`src/hdl/rv_defines.svh`:
```
`ifndef RV_DEFINES_SVH
`define RV_DEFINES_SVH

// datapath width
`define XLEN 32

// integer register file shape
`define NUM_REGS 32
`define REG_ADDR_W 5

`define RESET_PC 32'h0000_0000

`endif

```
`src/hdl/rv_core_pkg.sv`:
```
`default_nettype none

`include "rv_defines.svh"

package rv_core_pkg;

  typedef logic [`XLEN-1:0] word_t;
  typedef logic [`REG_ADDR_W-1:0] reg_idx_t;
  typedef logic [`XLEN/8-1:0] byte_en_t;

  typedef enum logic [3:0] {
    ALU_ADD  = 4'd0,
    ALU_SUB  = 4'd1,
    ALU_SLL  = 4'd2,
    ALU_SLT  = 4'd3,
    ALU_SLTU = 4'd4,
    ALU_XOR  = 4'd5,
    ALU_SRL  = 4'd6,
    ALU_SRA  = 4'd7,
    ALU_OR   = 4'd8,
    ALU_AND  = 4'd9
  } alu_op_e;

  typedef enum logic {OP_A_RS1, OP_A_PC} op_a_sel_e;

  typedef enum logic [1:0] {WB_ALU, WB_LOAD, WB_PC4, WB_UIMM} wb_sel_e;

  // encoding matches funct3[1:0] of loads and stores
  typedef enum logic [1:0] {SIZE_B = 2'd0, SIZE_H = 2'd1, SIZE_W = 2'd2} mem_size_e;

endpackage

`default_nettype wire

```
`src/hdl/rv_isa_pkg.sv`:
```
`default_nettype none

package rv_isa_pkg;

  // instruction field widths
  parameter int OPCODE_W = 7;
  parameter int FUNCT3_W = 3;
  parameter int FUNCT7_W = 7;

  // funct7 value selecting sub and sra
  parameter logic [FUNCT7_W-1:0] F7_ALT = 7'b010_0000;

  typedef enum logic [OPCODE_W-1:0] {
    LOAD   = 7'b000_0011,
    STORE  = 7'b010_0011,
    BRANCH = 7'b110_0011,
    JALR   = 7'b110_0111,
    JAL    = 7'b110_1111,
    OP_IMM = 7'b001_0011,
    OP     = 7'b011_0011,
    SYSTEM = 7'b111_0011,
    AUIPC  = 7'b001_0111,
    LUI    = 7'b011_0111
  } opcode_e;

  // integer ops, shared by OP and OP-IMM
  typedef enum logic [FUNCT3_W-1:0] {
    F3_ADD_SUB = 3'd0,
    F3_SLL     = 3'd1,
    F3_SLT     = 3'd2,
    F3_SLTU    = 3'd3,
    F3_XOR     = 3'd4,
    F3_SR      = 3'd5,
    F3_OR      = 3'd6,
    F3_AND     = 3'd7
  } funct3_e;

  // branch conditions
  parameter funct3_e F3_BEQ  = funct3_e'(3'd0);
  parameter funct3_e F3_BNE  = funct3_e'(3'd1);
  parameter funct3_e F3_BLT  = funct3_e'(3'd4);
  parameter funct3_e F3_BGE  = funct3_e'(3'd5);
  parameter funct3_e F3_BLTU = funct3_e'(3'd6);
  parameter funct3_e F3_BGEU = funct3_e'(3'd7);

  // load and store widths, bit 2 marks unsigned loads
  parameter funct3_e F3_MEM_B  = funct3_e'(3'd0);
  parameter funct3_e F3_MEM_H  = funct3_e'(3'd1);
  parameter funct3_e F3_MEM_W  = funct3_e'(3'd2);
  parameter funct3_e F3_MEM_BU = funct3_e'(3'd4);
  parameter funct3_e F3_MEM_HU = funct3_e'(3'd5);

endpackage

`default_nettype wire

```
`src/hdl/alu.sv`:
```
`default_nettype none
`timescale 1ns/1ps

`include "rv_defines.svh"

module alu (
  input  wire rv_core_pkg::word_t   a,
  input  wire rv_core_pkg::word_t   b,
  input  wire rv_core_pkg::alu_op_e alu_op,
  input  wire rv_isa_pkg::funct3_e  funct3,
  input  wire rv_core_pkg::word_t   rs1_data,
  input  wire rv_core_pkg::word_t   rs2_data,
  output rv_core_pkg::word_t        result,
  output logic                      branch_taken
);
  localparam int SHAMT_W = $clog2(`XLEN);

  logic [SHAMT_W-1:0] shamt;

  assign shamt = b[SHAMT_W-1:0];

  always_comb begin
    case (alu_op)
      rv_core_pkg::ALU_ADD:  result = a + b;
      rv_core_pkg::ALU_SUB:  result = a - b;
      rv_core_pkg::ALU_SLL:  result = a << shamt;
      rv_core_pkg::ALU_SLT:  result = {31'b0, $signed(a) < $signed(b)};
      rv_core_pkg::ALU_SLTU: result = {31'b0, a < b};
      rv_core_pkg::ALU_XOR:  result = a ^ b;
      rv_core_pkg::ALU_SRL:  result = a >> shamt;
      rv_core_pkg::ALU_SRA:  result = rv_core_pkg::word_t'($signed(a) >>> shamt);
      rv_core_pkg::ALU_OR:   result = a | b;
      rv_core_pkg::ALU_AND:  result = a & b;
      default:               result = '0;
    endcase
  end

  // branch compare on register operands, independent of the operand muxes
  always_comb begin
    case (funct3)
      rv_isa_pkg::F3_BEQ:  branch_taken = (rs1_data == rs2_data);
      rv_isa_pkg::F3_BNE:  branch_taken = (rs1_data != rs2_data);
      rv_isa_pkg::F3_BLT:  branch_taken = ($signed(rs1_data) < $signed(rs2_data));
      rv_isa_pkg::F3_BGE:  branch_taken = ($signed(rs1_data) >= $signed(rs2_data));
      rv_isa_pkg::F3_BLTU: branch_taken = (rs1_data < rs2_data);
      rv_isa_pkg::F3_BGEU: branch_taken = (rs1_data >= rs2_data);
      default:             branch_taken = 1'b0;
    endcase
  end

endmodule

`default_nettype wire

```
`src/hdl/insn_decode.sv`:
```
`default_nettype none
`timescale 1ns/1ps

module insn_decode (
  input  wire rv_core_pkg::word_t insn,
  output rv_core_pkg::reg_idx_t   rs1_addr,
  output rv_core_pkg::reg_idx_t   rs2_addr,
  output rv_core_pkg::reg_idx_t   rd_addr,
  output rv_core_pkg::word_t      imm,
  output rv_core_pkg::alu_op_e    alu_op,
  output rv_core_pkg::op_a_sel_e  op_a_sel,
  output logic                    use_imm,
  output rv_core_pkg::wb_sel_e    wb_sel,
  output logic                    reg_we,
  output logic                    is_branch,
  output logic                    is_jal,
  output logic                    is_jalr,
  output logic                    mem_read,
  output logic                    mem_write,
  output rv_core_pkg::mem_size_e  mem_size,
  output logic                    load_unsigned,
  output logic                    is_ecall
);
  rv_isa_pkg::opcode_e opcode;
  rv_isa_pkg::funct3_e funct3;
  logic [rv_isa_pkg::FUNCT7_W-1:0] funct7;
  logic alt;
  rv_core_pkg::word_t imm_i, imm_s, imm_b, imm_u, imm_j;

  assign opcode   = rv_isa_pkg::opcode_e'(insn[rv_isa_pkg::OPCODE_W-1:0]);
  assign funct3   = rv_isa_pkg::funct3_e'(insn[14:12]);
  assign funct7   = insn[31:25];
  assign alt      = (funct7 == rv_isa_pkg::F7_ALT);
  assign rd_addr  = insn[11:7];
  assign rs1_addr = insn[19:15];
  assign rs2_addr = insn[24:20];

  // sign-extended immediates per format
  assign imm_i = {{20{insn[31]}}, insn[31:20]};
  assign imm_s = {{20{insn[31]}}, insn[31:25], insn[11:7]};
  assign imm_b = {{19{insn[31]}}, insn[31], insn[7], insn[30:25], insn[11:8], 1'b0};
  assign imm_u = {insn[31:12], 12'b0};
  assign imm_j = {{11{insn[31]}}, insn[31], insn[19:12], insn[20], insn[30:21], 1'b0};

  always_comb begin
    imm           = imm_i;
    alu_op        = rv_core_pkg::ALU_ADD;
    op_a_sel      = rv_core_pkg::OP_A_RS1;
    use_imm       = 1'b0;
    wb_sel        = rv_core_pkg::WB_ALU;
    reg_we        = 1'b0;
    is_branch     = 1'b0;
    is_jal        = 1'b0;
    is_jalr       = 1'b0;
    mem_read      = 1'b0;
    mem_write     = 1'b0;
    mem_size      = rv_core_pkg::mem_size_e'(funct3[1:0]);
    load_unsigned = funct3[2];
    is_ecall      = 1'b0;
    case (opcode)
      rv_isa_pkg::LUI: begin
        imm    = imm_u;
        wb_sel = rv_core_pkg::WB_UIMM;
        reg_we = 1'b1;
      end
      rv_isa_pkg::AUIPC: begin
        imm      = imm_u;
        op_a_sel = rv_core_pkg::OP_A_PC;
        use_imm  = 1'b1;
        reg_we   = 1'b1;
      end
      rv_isa_pkg::JAL: begin
        imm    = imm_j;
        is_jal = 1'b1;
        wb_sel = rv_core_pkg::WB_PC4;
        reg_we = 1'b1;
      end
      rv_isa_pkg::JALR: begin
        use_imm = 1'b1;
        is_jalr = (funct3 == rv_isa_pkg::F3_ADD_SUB);
        wb_sel  = rv_core_pkg::WB_PC4;
        reg_we  = is_jalr;
      end
      rv_isa_pkg::BRANCH: begin
        imm       = imm_b;
        // funct3 2 and 3 are reserved
        is_branch = (funct3[2:1] != 2'b01);
      end
      rv_isa_pkg::LOAD: begin
        use_imm  = 1'b1;
        wb_sel   = rv_core_pkg::WB_LOAD;
        mem_read = funct3 inside {rv_isa_pkg::F3_MEM_B, rv_isa_pkg::F3_MEM_H,
                                  rv_isa_pkg::F3_MEM_W, rv_isa_pkg::F3_MEM_BU,
                                  rv_isa_pkg::F3_MEM_HU};
        reg_we   = mem_read;
      end
      rv_isa_pkg::STORE: begin
        imm       = imm_s;
        use_imm   = 1'b1;
        mem_write = funct3 inside {rv_isa_pkg::F3_MEM_B, rv_isa_pkg::F3_MEM_H,
                                   rv_isa_pkg::F3_MEM_W};
      end
      rv_isa_pkg::OP_IMM, rv_isa_pkg::OP: begin
        use_imm = (opcode == rv_isa_pkg::OP_IMM);
        case (funct3)
          rv_isa_pkg::F3_ADD_SUB: begin
            if (!use_imm && alt) alu_op = rv_core_pkg::ALU_SUB;
            else alu_op = rv_core_pkg::ALU_ADD;
          end
          rv_isa_pkg::F3_SLL:  alu_op = rv_core_pkg::ALU_SLL;
          rv_isa_pkg::F3_SLT:  alu_op = rv_core_pkg::ALU_SLT;
          rv_isa_pkg::F3_SLTU: alu_op = rv_core_pkg::ALU_SLTU;
          rv_isa_pkg::F3_XOR:  alu_op = rv_core_pkg::ALU_XOR;
          rv_isa_pkg::F3_SR: begin
            if (alt) alu_op = rv_core_pkg::ALU_SRA;
            else alu_op = rv_core_pkg::ALU_SRL;
          end
          rv_isa_pkg::F3_OR:   alu_op = rv_core_pkg::ALU_OR;
          default:             alu_op = rv_core_pkg::ALU_AND;
        endcase
        // funct7 is immediate bits except for shifts
        if (use_imm) begin
          reg_we = !(funct3 inside {rv_isa_pkg::F3_SLL, rv_isa_pkg::F3_SR}) ||
                   funct7 == '0 || (alt && funct3 == rv_isa_pkg::F3_SR);
        end else begin
          reg_we = funct7 == '0 ||
                   (alt && funct3 inside {rv_isa_pkg::F3_ADD_SUB, rv_isa_pkg::F3_SR});
        end
      end
      rv_isa_pkg::SYSTEM: begin
        is_ecall = (insn[31:7] == '0);
      end
      default: begin
      end
    endcase
  end

endmodule

`default_nettype wire

```
`src/hdl/lsu.sv`:
```
`default_nettype none
`timescale 1ns/1ps

module lsu (
  input  wire                         rst,
  input  wire rv_core_pkg::word_t     addr,
  input  wire rv_core_pkg::word_t     store_data,
  input  wire                         mem_read,
  input  wire                         mem_write,
  input  wire rv_core_pkg::mem_size_e mem_size,
  input  wire                         load_unsigned,
  input  wire rv_core_pkg::word_t     dmem_rdata,
  output rv_core_pkg::word_t          dmem_addr,
  output rv_core_pkg::word_t          dmem_wdata,
  output rv_core_pkg::byte_en_t       dmem_be,
  output rv_core_pkg::word_t          load_data
);
  rv_core_pkg::byte_en_t be_base;
  rv_core_pkg::word_t rdata_shifted;

  assign dmem_addr = addr;

  // replicate so every lane carries the data, enables pick the lane
  always_comb begin
    case (mem_size)
      rv_core_pkg::SIZE_B: begin
        dmem_wdata = {4{store_data[7:0]}};
        be_base    = 4'b0001;
      end
      rv_core_pkg::SIZE_H: begin
        dmem_wdata = {2{store_data[15:0]}};
        be_base    = 4'b0011;
      end
      default: begin
        dmem_wdata = store_data;
        be_base    = 4'b1111;
      end
    endcase
  end

  assign dmem_be = (mem_write && !rst) ? rv_core_pkg::byte_en_t'(be_base << addr[1:0]) : '0;

  // bring the addressed byte or half down to bit 0
  assign rdata_shifted = dmem_rdata >> {addr[1:0], 3'b000};

  always_comb begin
    case (mem_size)
      rv_core_pkg::SIZE_B:
        load_data = {{24{rdata_shifted[7] & !load_unsigned}}, rdata_shifted[7:0]};
      rv_core_pkg::SIZE_H:
        load_data = {{16{rdata_shifted[15] & !load_unsigned}}, rdata_shifted[15:0]};
      default:
        load_data = dmem_rdata;
    endcase
  end

  always_comb begin
    if (!rst && (mem_read || mem_write)) begin
      a_natural_align: assert final ((mem_size == rv_core_pkg::SIZE_B) ||
                                     (mem_size == rv_core_pkg::SIZE_H && !addr[0]) ||
                                     (addr[1:0] == 2'b00));
    end
  end

endmodule

`default_nettype wire

```
`src/hdl/pc_unit.sv`:
```
`default_nettype none
`timescale 1ns/1ps

`include "rv_defines.svh"

module pc_unit (
  input  wire                     clk,
  input  wire                     rst,
  input  wire                     halt,
  input  wire                     is_branch,
  input  wire                     branch_taken,
  input  wire                     is_jal,
  input  wire                     is_jalr,
  input  wire rv_core_pkg::word_t imm,
  input  wire rv_core_pkg::word_t jalr_target,
  output rv_core_pkg::word_t      pc,
  output rv_core_pkg::word_t      pc_plus4
);
  rv_core_pkg::word_t pc_next;

  assign pc_plus4 = pc + `XLEN'd4;

  always_comb begin
    if (halt) begin
      pc_next = pc;
    end else if (is_jalr) begin
      pc_next = {jalr_target[`XLEN-1:1], 1'b0};
    end else if (is_jal || (is_branch && branch_taken)) begin
      pc_next = pc + imm;
    end else begin
      pc_next = pc_plus4;
    end
  end

  always_ff @(posedge clk) begin
    if (rst) pc <= `RESET_PC;
    else pc <= pc_next;
  end

  // targets come from decode and ALU, so alignment is a system property
  a_pc_aligned: assert property (@(posedge clk) disable iff (rst) pc[1:0] == 2'b00);

endmodule

`default_nettype wire

```
`src/hdl/reg_file.sv`:
```
`default_nettype none
`timescale 1ns/1ps

`include "rv_defines.svh"

module reg_file (
  input  wire                      clk,
  input  wire                      rst,
  input  wire                      we,
  input  wire rv_core_pkg::reg_idx_t rd_addr,
  input  wire rv_core_pkg::reg_idx_t rs1_addr,
  input  wire rv_core_pkg::reg_idx_t rs2_addr,
  input  wire rv_core_pkg::word_t    rd_data,
  output rv_core_pkg::word_t         rs1_data,
  output rv_core_pkg::word_t         rs2_data
);
  rv_core_pkg::word_t regs [`NUM_REGS];

  always_ff @(posedge clk) begin
    if (rst) begin
      for (int i = 0; i < `NUM_REGS; i++) begin
        regs[i] <= '0;
      end
    end else if (we && rd_addr != '0) begin
      regs[rd_addr] <= rd_data;
    end
  end

  // asynchronous read ports
  assign rs1_data = regs[rs1_addr];
  assign rs2_data = regs[rs2_addr];

  a_x0_reads_zero: assert property (@(posedge clk) disable iff (rst)
    (rs1_addr == '0 |-> rs1_data == '0) and (rs2_addr == '0 |-> rs2_data == '0));

endmodule

`default_nettype wire

```
`src/hdl/rv_core.sv`:
```
`default_nettype none
`timescale 1ns/1ps

module rv_core (
  input  wire                     clk,
  input  wire                     rst,
  output rv_core_pkg::word_t      imem_addr,
  input  wire rv_core_pkg::word_t imem_data,
  output rv_core_pkg::word_t      dmem_addr,
  output rv_core_pkg::word_t      dmem_wdata,
  output rv_core_pkg::byte_en_t   dmem_be,
  input  wire rv_core_pkg::word_t dmem_rdata,
  output logic                    halt
);
  rv_core_pkg::reg_idx_t rs1_addr, rs2_addr, rd_addr;
  rv_core_pkg::word_t imm, rs1_data, rs2_data, rd_data, alu_a, alu_b;
  rv_core_pkg::word_t alu_result, pc, pc_plus4, load_data;
  rv_core_pkg::alu_op_e alu_op;
  rv_core_pkg::op_a_sel_e op_a_sel;
  rv_core_pkg::wb_sel_e wb_sel;
  rv_core_pkg::mem_size_e mem_size;
  rv_isa_pkg::funct3_e funct3;
  logic use_imm, reg_we, is_branch, is_jal, is_jalr, mem_read, mem_write;
  logic load_unsigned, is_ecall, branch_taken;

  assign imem_addr = pc;
  assign funct3    = rv_isa_pkg::funct3_e'(imem_data[14:12]);
  assign halt      = is_ecall && !rst;
  assign alu_a     = (op_a_sel == rv_core_pkg::OP_A_PC) ? pc : rs1_data;
  assign alu_b     = use_imm ? imm : rs2_data;

  always_comb begin
    case (wb_sel)
      rv_core_pkg::WB_LOAD: rd_data = load_data;
      rv_core_pkg::WB_PC4:  rd_data = pc_plus4;
      rv_core_pkg::WB_UIMM: rd_data = imm;
      default:              rd_data = alu_result;
    endcase
  end

  insn_decode u_insn_decode (
    .insn(imem_data), .rs1_addr(rs1_addr), .rs2_addr(rs2_addr), .rd_addr(rd_addr),
    .imm(imm), .alu_op(alu_op), .op_a_sel(op_a_sel), .use_imm(use_imm), .wb_sel(wb_sel),
    .reg_we(reg_we), .is_branch(is_branch), .is_jal(is_jal), .is_jalr(is_jalr),
    .mem_read(mem_read), .mem_write(mem_write), .mem_size(mem_size),
    .load_unsigned(load_unsigned), .is_ecall(is_ecall)
  );

  // halted ECALL retires nothing
  reg_file u_reg_file (
    .clk(clk), .rst(rst), .we(reg_we && !halt), .rd_addr(rd_addr), .rs1_addr(rs1_addr),
    .rs2_addr(rs2_addr), .rd_data(rd_data), .rs1_data(rs1_data), .rs2_data(rs2_data)
  );

  alu u_alu (
    .a(alu_a), .b(alu_b), .alu_op(alu_op), .funct3(funct3), .rs1_data(rs1_data),
    .rs2_data(rs2_data), .result(alu_result), .branch_taken(branch_taken)
  );

  pc_unit u_pc_unit (
    .clk(clk), .rst(rst), .halt(halt), .is_branch(is_branch), .branch_taken(branch_taken),
    .is_jal(is_jal), .is_jalr(is_jalr), .imm(imm), .jalr_target(alu_result), .pc(pc),
    .pc_plus4(pc_plus4)
  );

  lsu u_lsu (
    .rst(rst), .addr(alu_result), .store_data(rs2_data), .mem_read(mem_read),
    .mem_write(mem_write), .mem_size(mem_size), .load_unsigned(load_unsigned),
    .dmem_rdata(dmem_rdata), .dmem_addr(dmem_addr), .dmem_wdata(dmem_wdata),
    .dmem_be(dmem_be), .load_data(load_data)
  );

endmodule

`default_nettype wire

```
`config.mk`:
```
export PLATFORM = sky130hd
export DESIGN_NAME = rv_core
export DESIGN_NICKNAME = d
export VERILOG_FILES = /design/src/hdl/rv_core_pkg.sv /design/src/hdl/rv_isa_pkg.sv /design/src/hdl/alu.sv /design/src/hdl/insn_decode.sv /design/src/hdl/lsu.sv /design/src/hdl/pc_unit.sv /design/src/hdl/reg_file.sv /design/src/hdl/rv_core.sv
export VERILOG_INCLUDE_DIRS = /design/src /design/src/hdl
export SDC_FILE = /design/constraint.sdc
export NUM_CORES = 2
export LEC_CHECK = 0
export ABC_AREA = 1
export BUFFER_PORTS_ARGS = -buffer_cell sky130_fd_sc_hd__buf_2
export CELL_PAD_IN_SITES_DETAIL_PLACEMENT = 0
export CELL_PAD_IN_SITES_GLOBAL_PLACEMENT = 2
export CORE_UTILIZATION = 40
export DETAILED_ROUTE_END_ITERATION = 12
export PLACE_DENSITY_LB_ADDON = 0.1
export SLEW_MARGIN = 5
export SYNTH_ARGS = -nofsm -noshare
export SYNTH_HDL_FRONTEND = slang
export SYNTH_SLANG_ARGS = --single-unit
```
`constraint.sdc`:
```
create_clock -name clk -period 14.95 [get_ports clk]
set_clock_uncertainty 0.15 [all_clocks]
set_input_delay 2.2425 -clock clk [delete_from_list [all_inputs] [get_ports clk]]
set_output_delay 2.2425 -clock clk [all_outputs]
set_load 0.02 [all_outputs]
```
==> impl_metrics.json <==
{
  "p_clk_share_pct": 33.3,
  "grt_util_met1_pct": 53.2,
  "gr-total-overflow": 0,
  "postCtsResizedCells": 0,
  "clock_latency_ns": 0.83,
  "path_class": "input pin to output port",
  "cts_root_buffer": "clkbuf_16",
  "routedWlPerCell_um": 30.8,
  "timing.setup.tns_ns": 0,
  "synthArstFlopShare_pct": 0,
  "yosysSeqAreaShare_pct": 42.7,
  "synth-edff-count": 1024,
  "status": "finished, final reports clean",
  "synth_cell_types": 67,
  "grt_use_met3_pct": 6.28,
  "fp.coreArea_mm2": 0.182,
  "htree_levels": 4,
  "die-area_mm2": 0.185,
  "cts.sinks": 1056,
  "cts_tree": "yes",
  "hold_violations": 0,
  "drv_slew": 0,
  "finalSetupViolations": 0,
  "fp-row-count": 156,
  "p_comb_share_pct": 31.2,
  "synthesis.area_mm2": 0.0734,
  "min_path_type": "flip-flop to flip-flop",
  "fin_util_pct": 44.1,
  "grt_pass1_vias": 68600,
  "grt_usage_pct": 39.9,
  "io_buffers": 166,
  "drc": 0,
  "cap_violations": 0,
  "drtIter0Drc": 10300,
  "antenna_found_initial": 20,
  "drive_gt1_share_pct": 7.47,
  "p_sw_share_pct": 39.4,
  "place.gp.congestion": 1.01,
  "vias": 75100,
  "grt_pass1_wl_um": 526000,
  "die_w_um": 431,
  "r2r_cells": 34,
  "required_ns": 12.56,
  "pwr_density_cell_mw_per_mm2": 119,
  "grt_start_max_net_pins": 161,
  "ys.flop_type": "edfxtp_1",
  "max_freq_mhz": 82.0,
  "synth_cells": 10100,
  "yosys_warnings": 0,
  "cp_slowest_cell": "buf_4",
  "wl_um": 381000,
  "via_per_inst": 6.08,
  "seqPwrFrac_pct": 35.5,
  "holdWs_ns": 0.417,
  "worstPathArrival_ns": 9.81,
  "cts_buffers": 134,
  "power_leakage_nw": 33.9,
  "drtPass1Iterations": 9,
  "fin_crit_sh_pct": 81.6,
  "p_switching_mw": 3.76,
  "crit_path_frequent_cell": "nand2_1",
  "tightest_slew_ns": 1.30,
  "nets": 10100,
  "io_pins": 167,
  "hpwlAfterDp_um": 244000,
  "ant_nets": 0,
  "cp_max_fo": 87,
  "syn_avg_cell_area_um2": 7.25,
  "synth_seq_cells": 1056,
  "end_kind": "output port",
  "fp.dieH_um": 431,
  "rsz0062_at_grt": "false",
  "slew-limit-headroom_pct": 12.9,
  "grt_busiest_layer": "met2",
  "ctsHoldBuffers": 0,
  "cts_setup_buffers": 0,
  "grt_use_met2_pct": 61.7,
  "start_kind": "input pin",
  "clk_path_buf_depth": 3,
  "intPower_mw": 5.78,
  "syn_to_final_growth_pct": 8.87,
  "whs_path_depth": 2,
  "ir_worst_vdd_mv": 0.0961,
  "start_util_pct": 40.5,
  "power_mw": 9.54,
  "cpPeakStageDelay_ns": 0.90,
  "path_clk_slew_ns": 0.05,
  "period_minus_slack_ns": 12.20
}
layout by cell type (no fill, tap or decap), types with 32 or more instances in the layout:
master        n
o211ai_1    140
nand2_2      71
o22ai_1      53
nand2_1    2203
buf_2       157
nand4_1      41
conb_1       32
clkbuf_16   140
nand3_1    1214
clkbuf_1     38
edfxtp_1   1024
clkinv_1     36
nor2_1     1325
buf_4       177
inv_1      1042
ha_1        161
dfxtp_1      32
nor2_2       53
o221ai_1     35
xor2_1       47
nor3_1       53
or2_2        40
o21ai_0     840
a21oi_1     693
power by group through the flow:
stage	Sequential [mW]	Clock, mW	Combinational [mW]
after floorplan	3.44	0	1.72
after global placement	3.44	0	2.88
after detailed placement	3.45	0	2.87
after CTS	3.38	3.19	2.88
after global routing	3.40	3.30	3.10
final	3.39	3.18	2.97
through the flow:
| stage | area (um2) | std cells | setup WS [ns] |
|---|---|---|---|
| after CTS | 79900 | 12300 | 2.99 |
| after global routing | 80000 | 12300 | 2.28 |
| after detailed placement | 75800 | 12100 | 3.00 |
| after global placement | 75800 | 12100 | 2.93 |
| after floorplan | 73600 | 10200 | 5.34 |
| final | 80000 | 12400 | 2.75 |
registers in the layout (all words and copies together), names as in the netlist:
signal,count
u_reg_file.regs,1024
u_pc_unit.pc,32
final cells by class:
type / count / area (um2)
fill: 18700 / 102000
sequential: 1056 / 31400
antenna: 6 / 15.0
timing repair buffer: 353 / 2460
inverter: 1071 / 4060
clock inverter: 54 / 459
clock buffer: 178 / 3650
tap: 2370 / 2970
multi-input combinational: 7262 / 35000
Yosys cell counts, types with 6 or more instances:
cell type  instances  area, um2
nand2_1         2266       8510
nor2_1          1328       4980
nand3_1         1214       6080
inv_1           1047       3930
edfxtp_1        1024      30700
o21ai_0          841       4210
a21oi_1          694       3470
clkbuf_1         392       1470
buf_2            233       1170
ha_1             161       2010
o211ai_1         140       1050
buf_1             78        293
nor3_1            54        270
o22ai_1           53        332
nor2_2            52        325
buf_4             49        368
xor2_1            47        412
nand4_1           41        257
or2_2             40        250
o221ai_1          35        307
dfxtp_1           32        641
a31oi_1           30        188
o21ai_1           21        105
a221oi_1          20        175
a211oi_1          18        135
a22oi_1           17        128
buf_6             17        191
inv_2             17       63.8
nand2_2           17        106
nor4_1            17        106
xnor2_1           14        123
o21a_1            13       97.6
a32o_1             9       90.1
o2111ai_1          8       70.1
a21boi_0           7       52.6
clkinv_1           7       26.3
a21o_1             6       45.0
o21bai_1           6       45.0
critical path, delay by kind of cell:
kind / cells / cell delay (ns)
buffers and inverters: 7 / 2.89
AOI/OAI and AO/OA: 8 / 2.53
and+or+nand+nor: 15 / 1.70
adders and majority gates: 1 / 0.29
per-layer routing:
layer / vias up / part of all wire (%)
met5: - / 0.011
met4: 6 / 6.2
met3: 829 / 9.6
met2: 4558 / 44
met1: 36500 / 40
li1: 33200 / -
worst paths after layout:
path,slack [ns],endpoint,startpoint
worst max-delay path,2.75,dmem_addr[31],imem_data[20]
worst min-delay path,0.42,u_pc_unit.pc[31],u_pc_unit.pc[31]
worst max register to register,6.59,u_reg_file.regs[21][21],u_reg_file.regs[16][0]
worst min register to register,0.42,u_pc_unit.pc[31],u_pc_unit.pc[31]
cell families (layout without fill, tap and decap cells):
logic type | count (synthesis) | after routing | synth area share [%]
AO/OA/AOI/OAI | 1947 | 1947 | 14.7
buffers and inverters | 1840 | 1656 | 10.2
XOR/XNOR | 61 | 61 | 0.727
other | 1 | 38 | 0.00511
flip-flops | 1056 | 1056 | 42.7
AND/OR/NAND/NOR | 5056 | 5056 | 28.8
multiplexers | 2 | 2 | 0.0273
adder cells (fa/ha/maj) | 164 | 164 | 2.82
No activity file was read; power rests on OpenSTA's default activity.
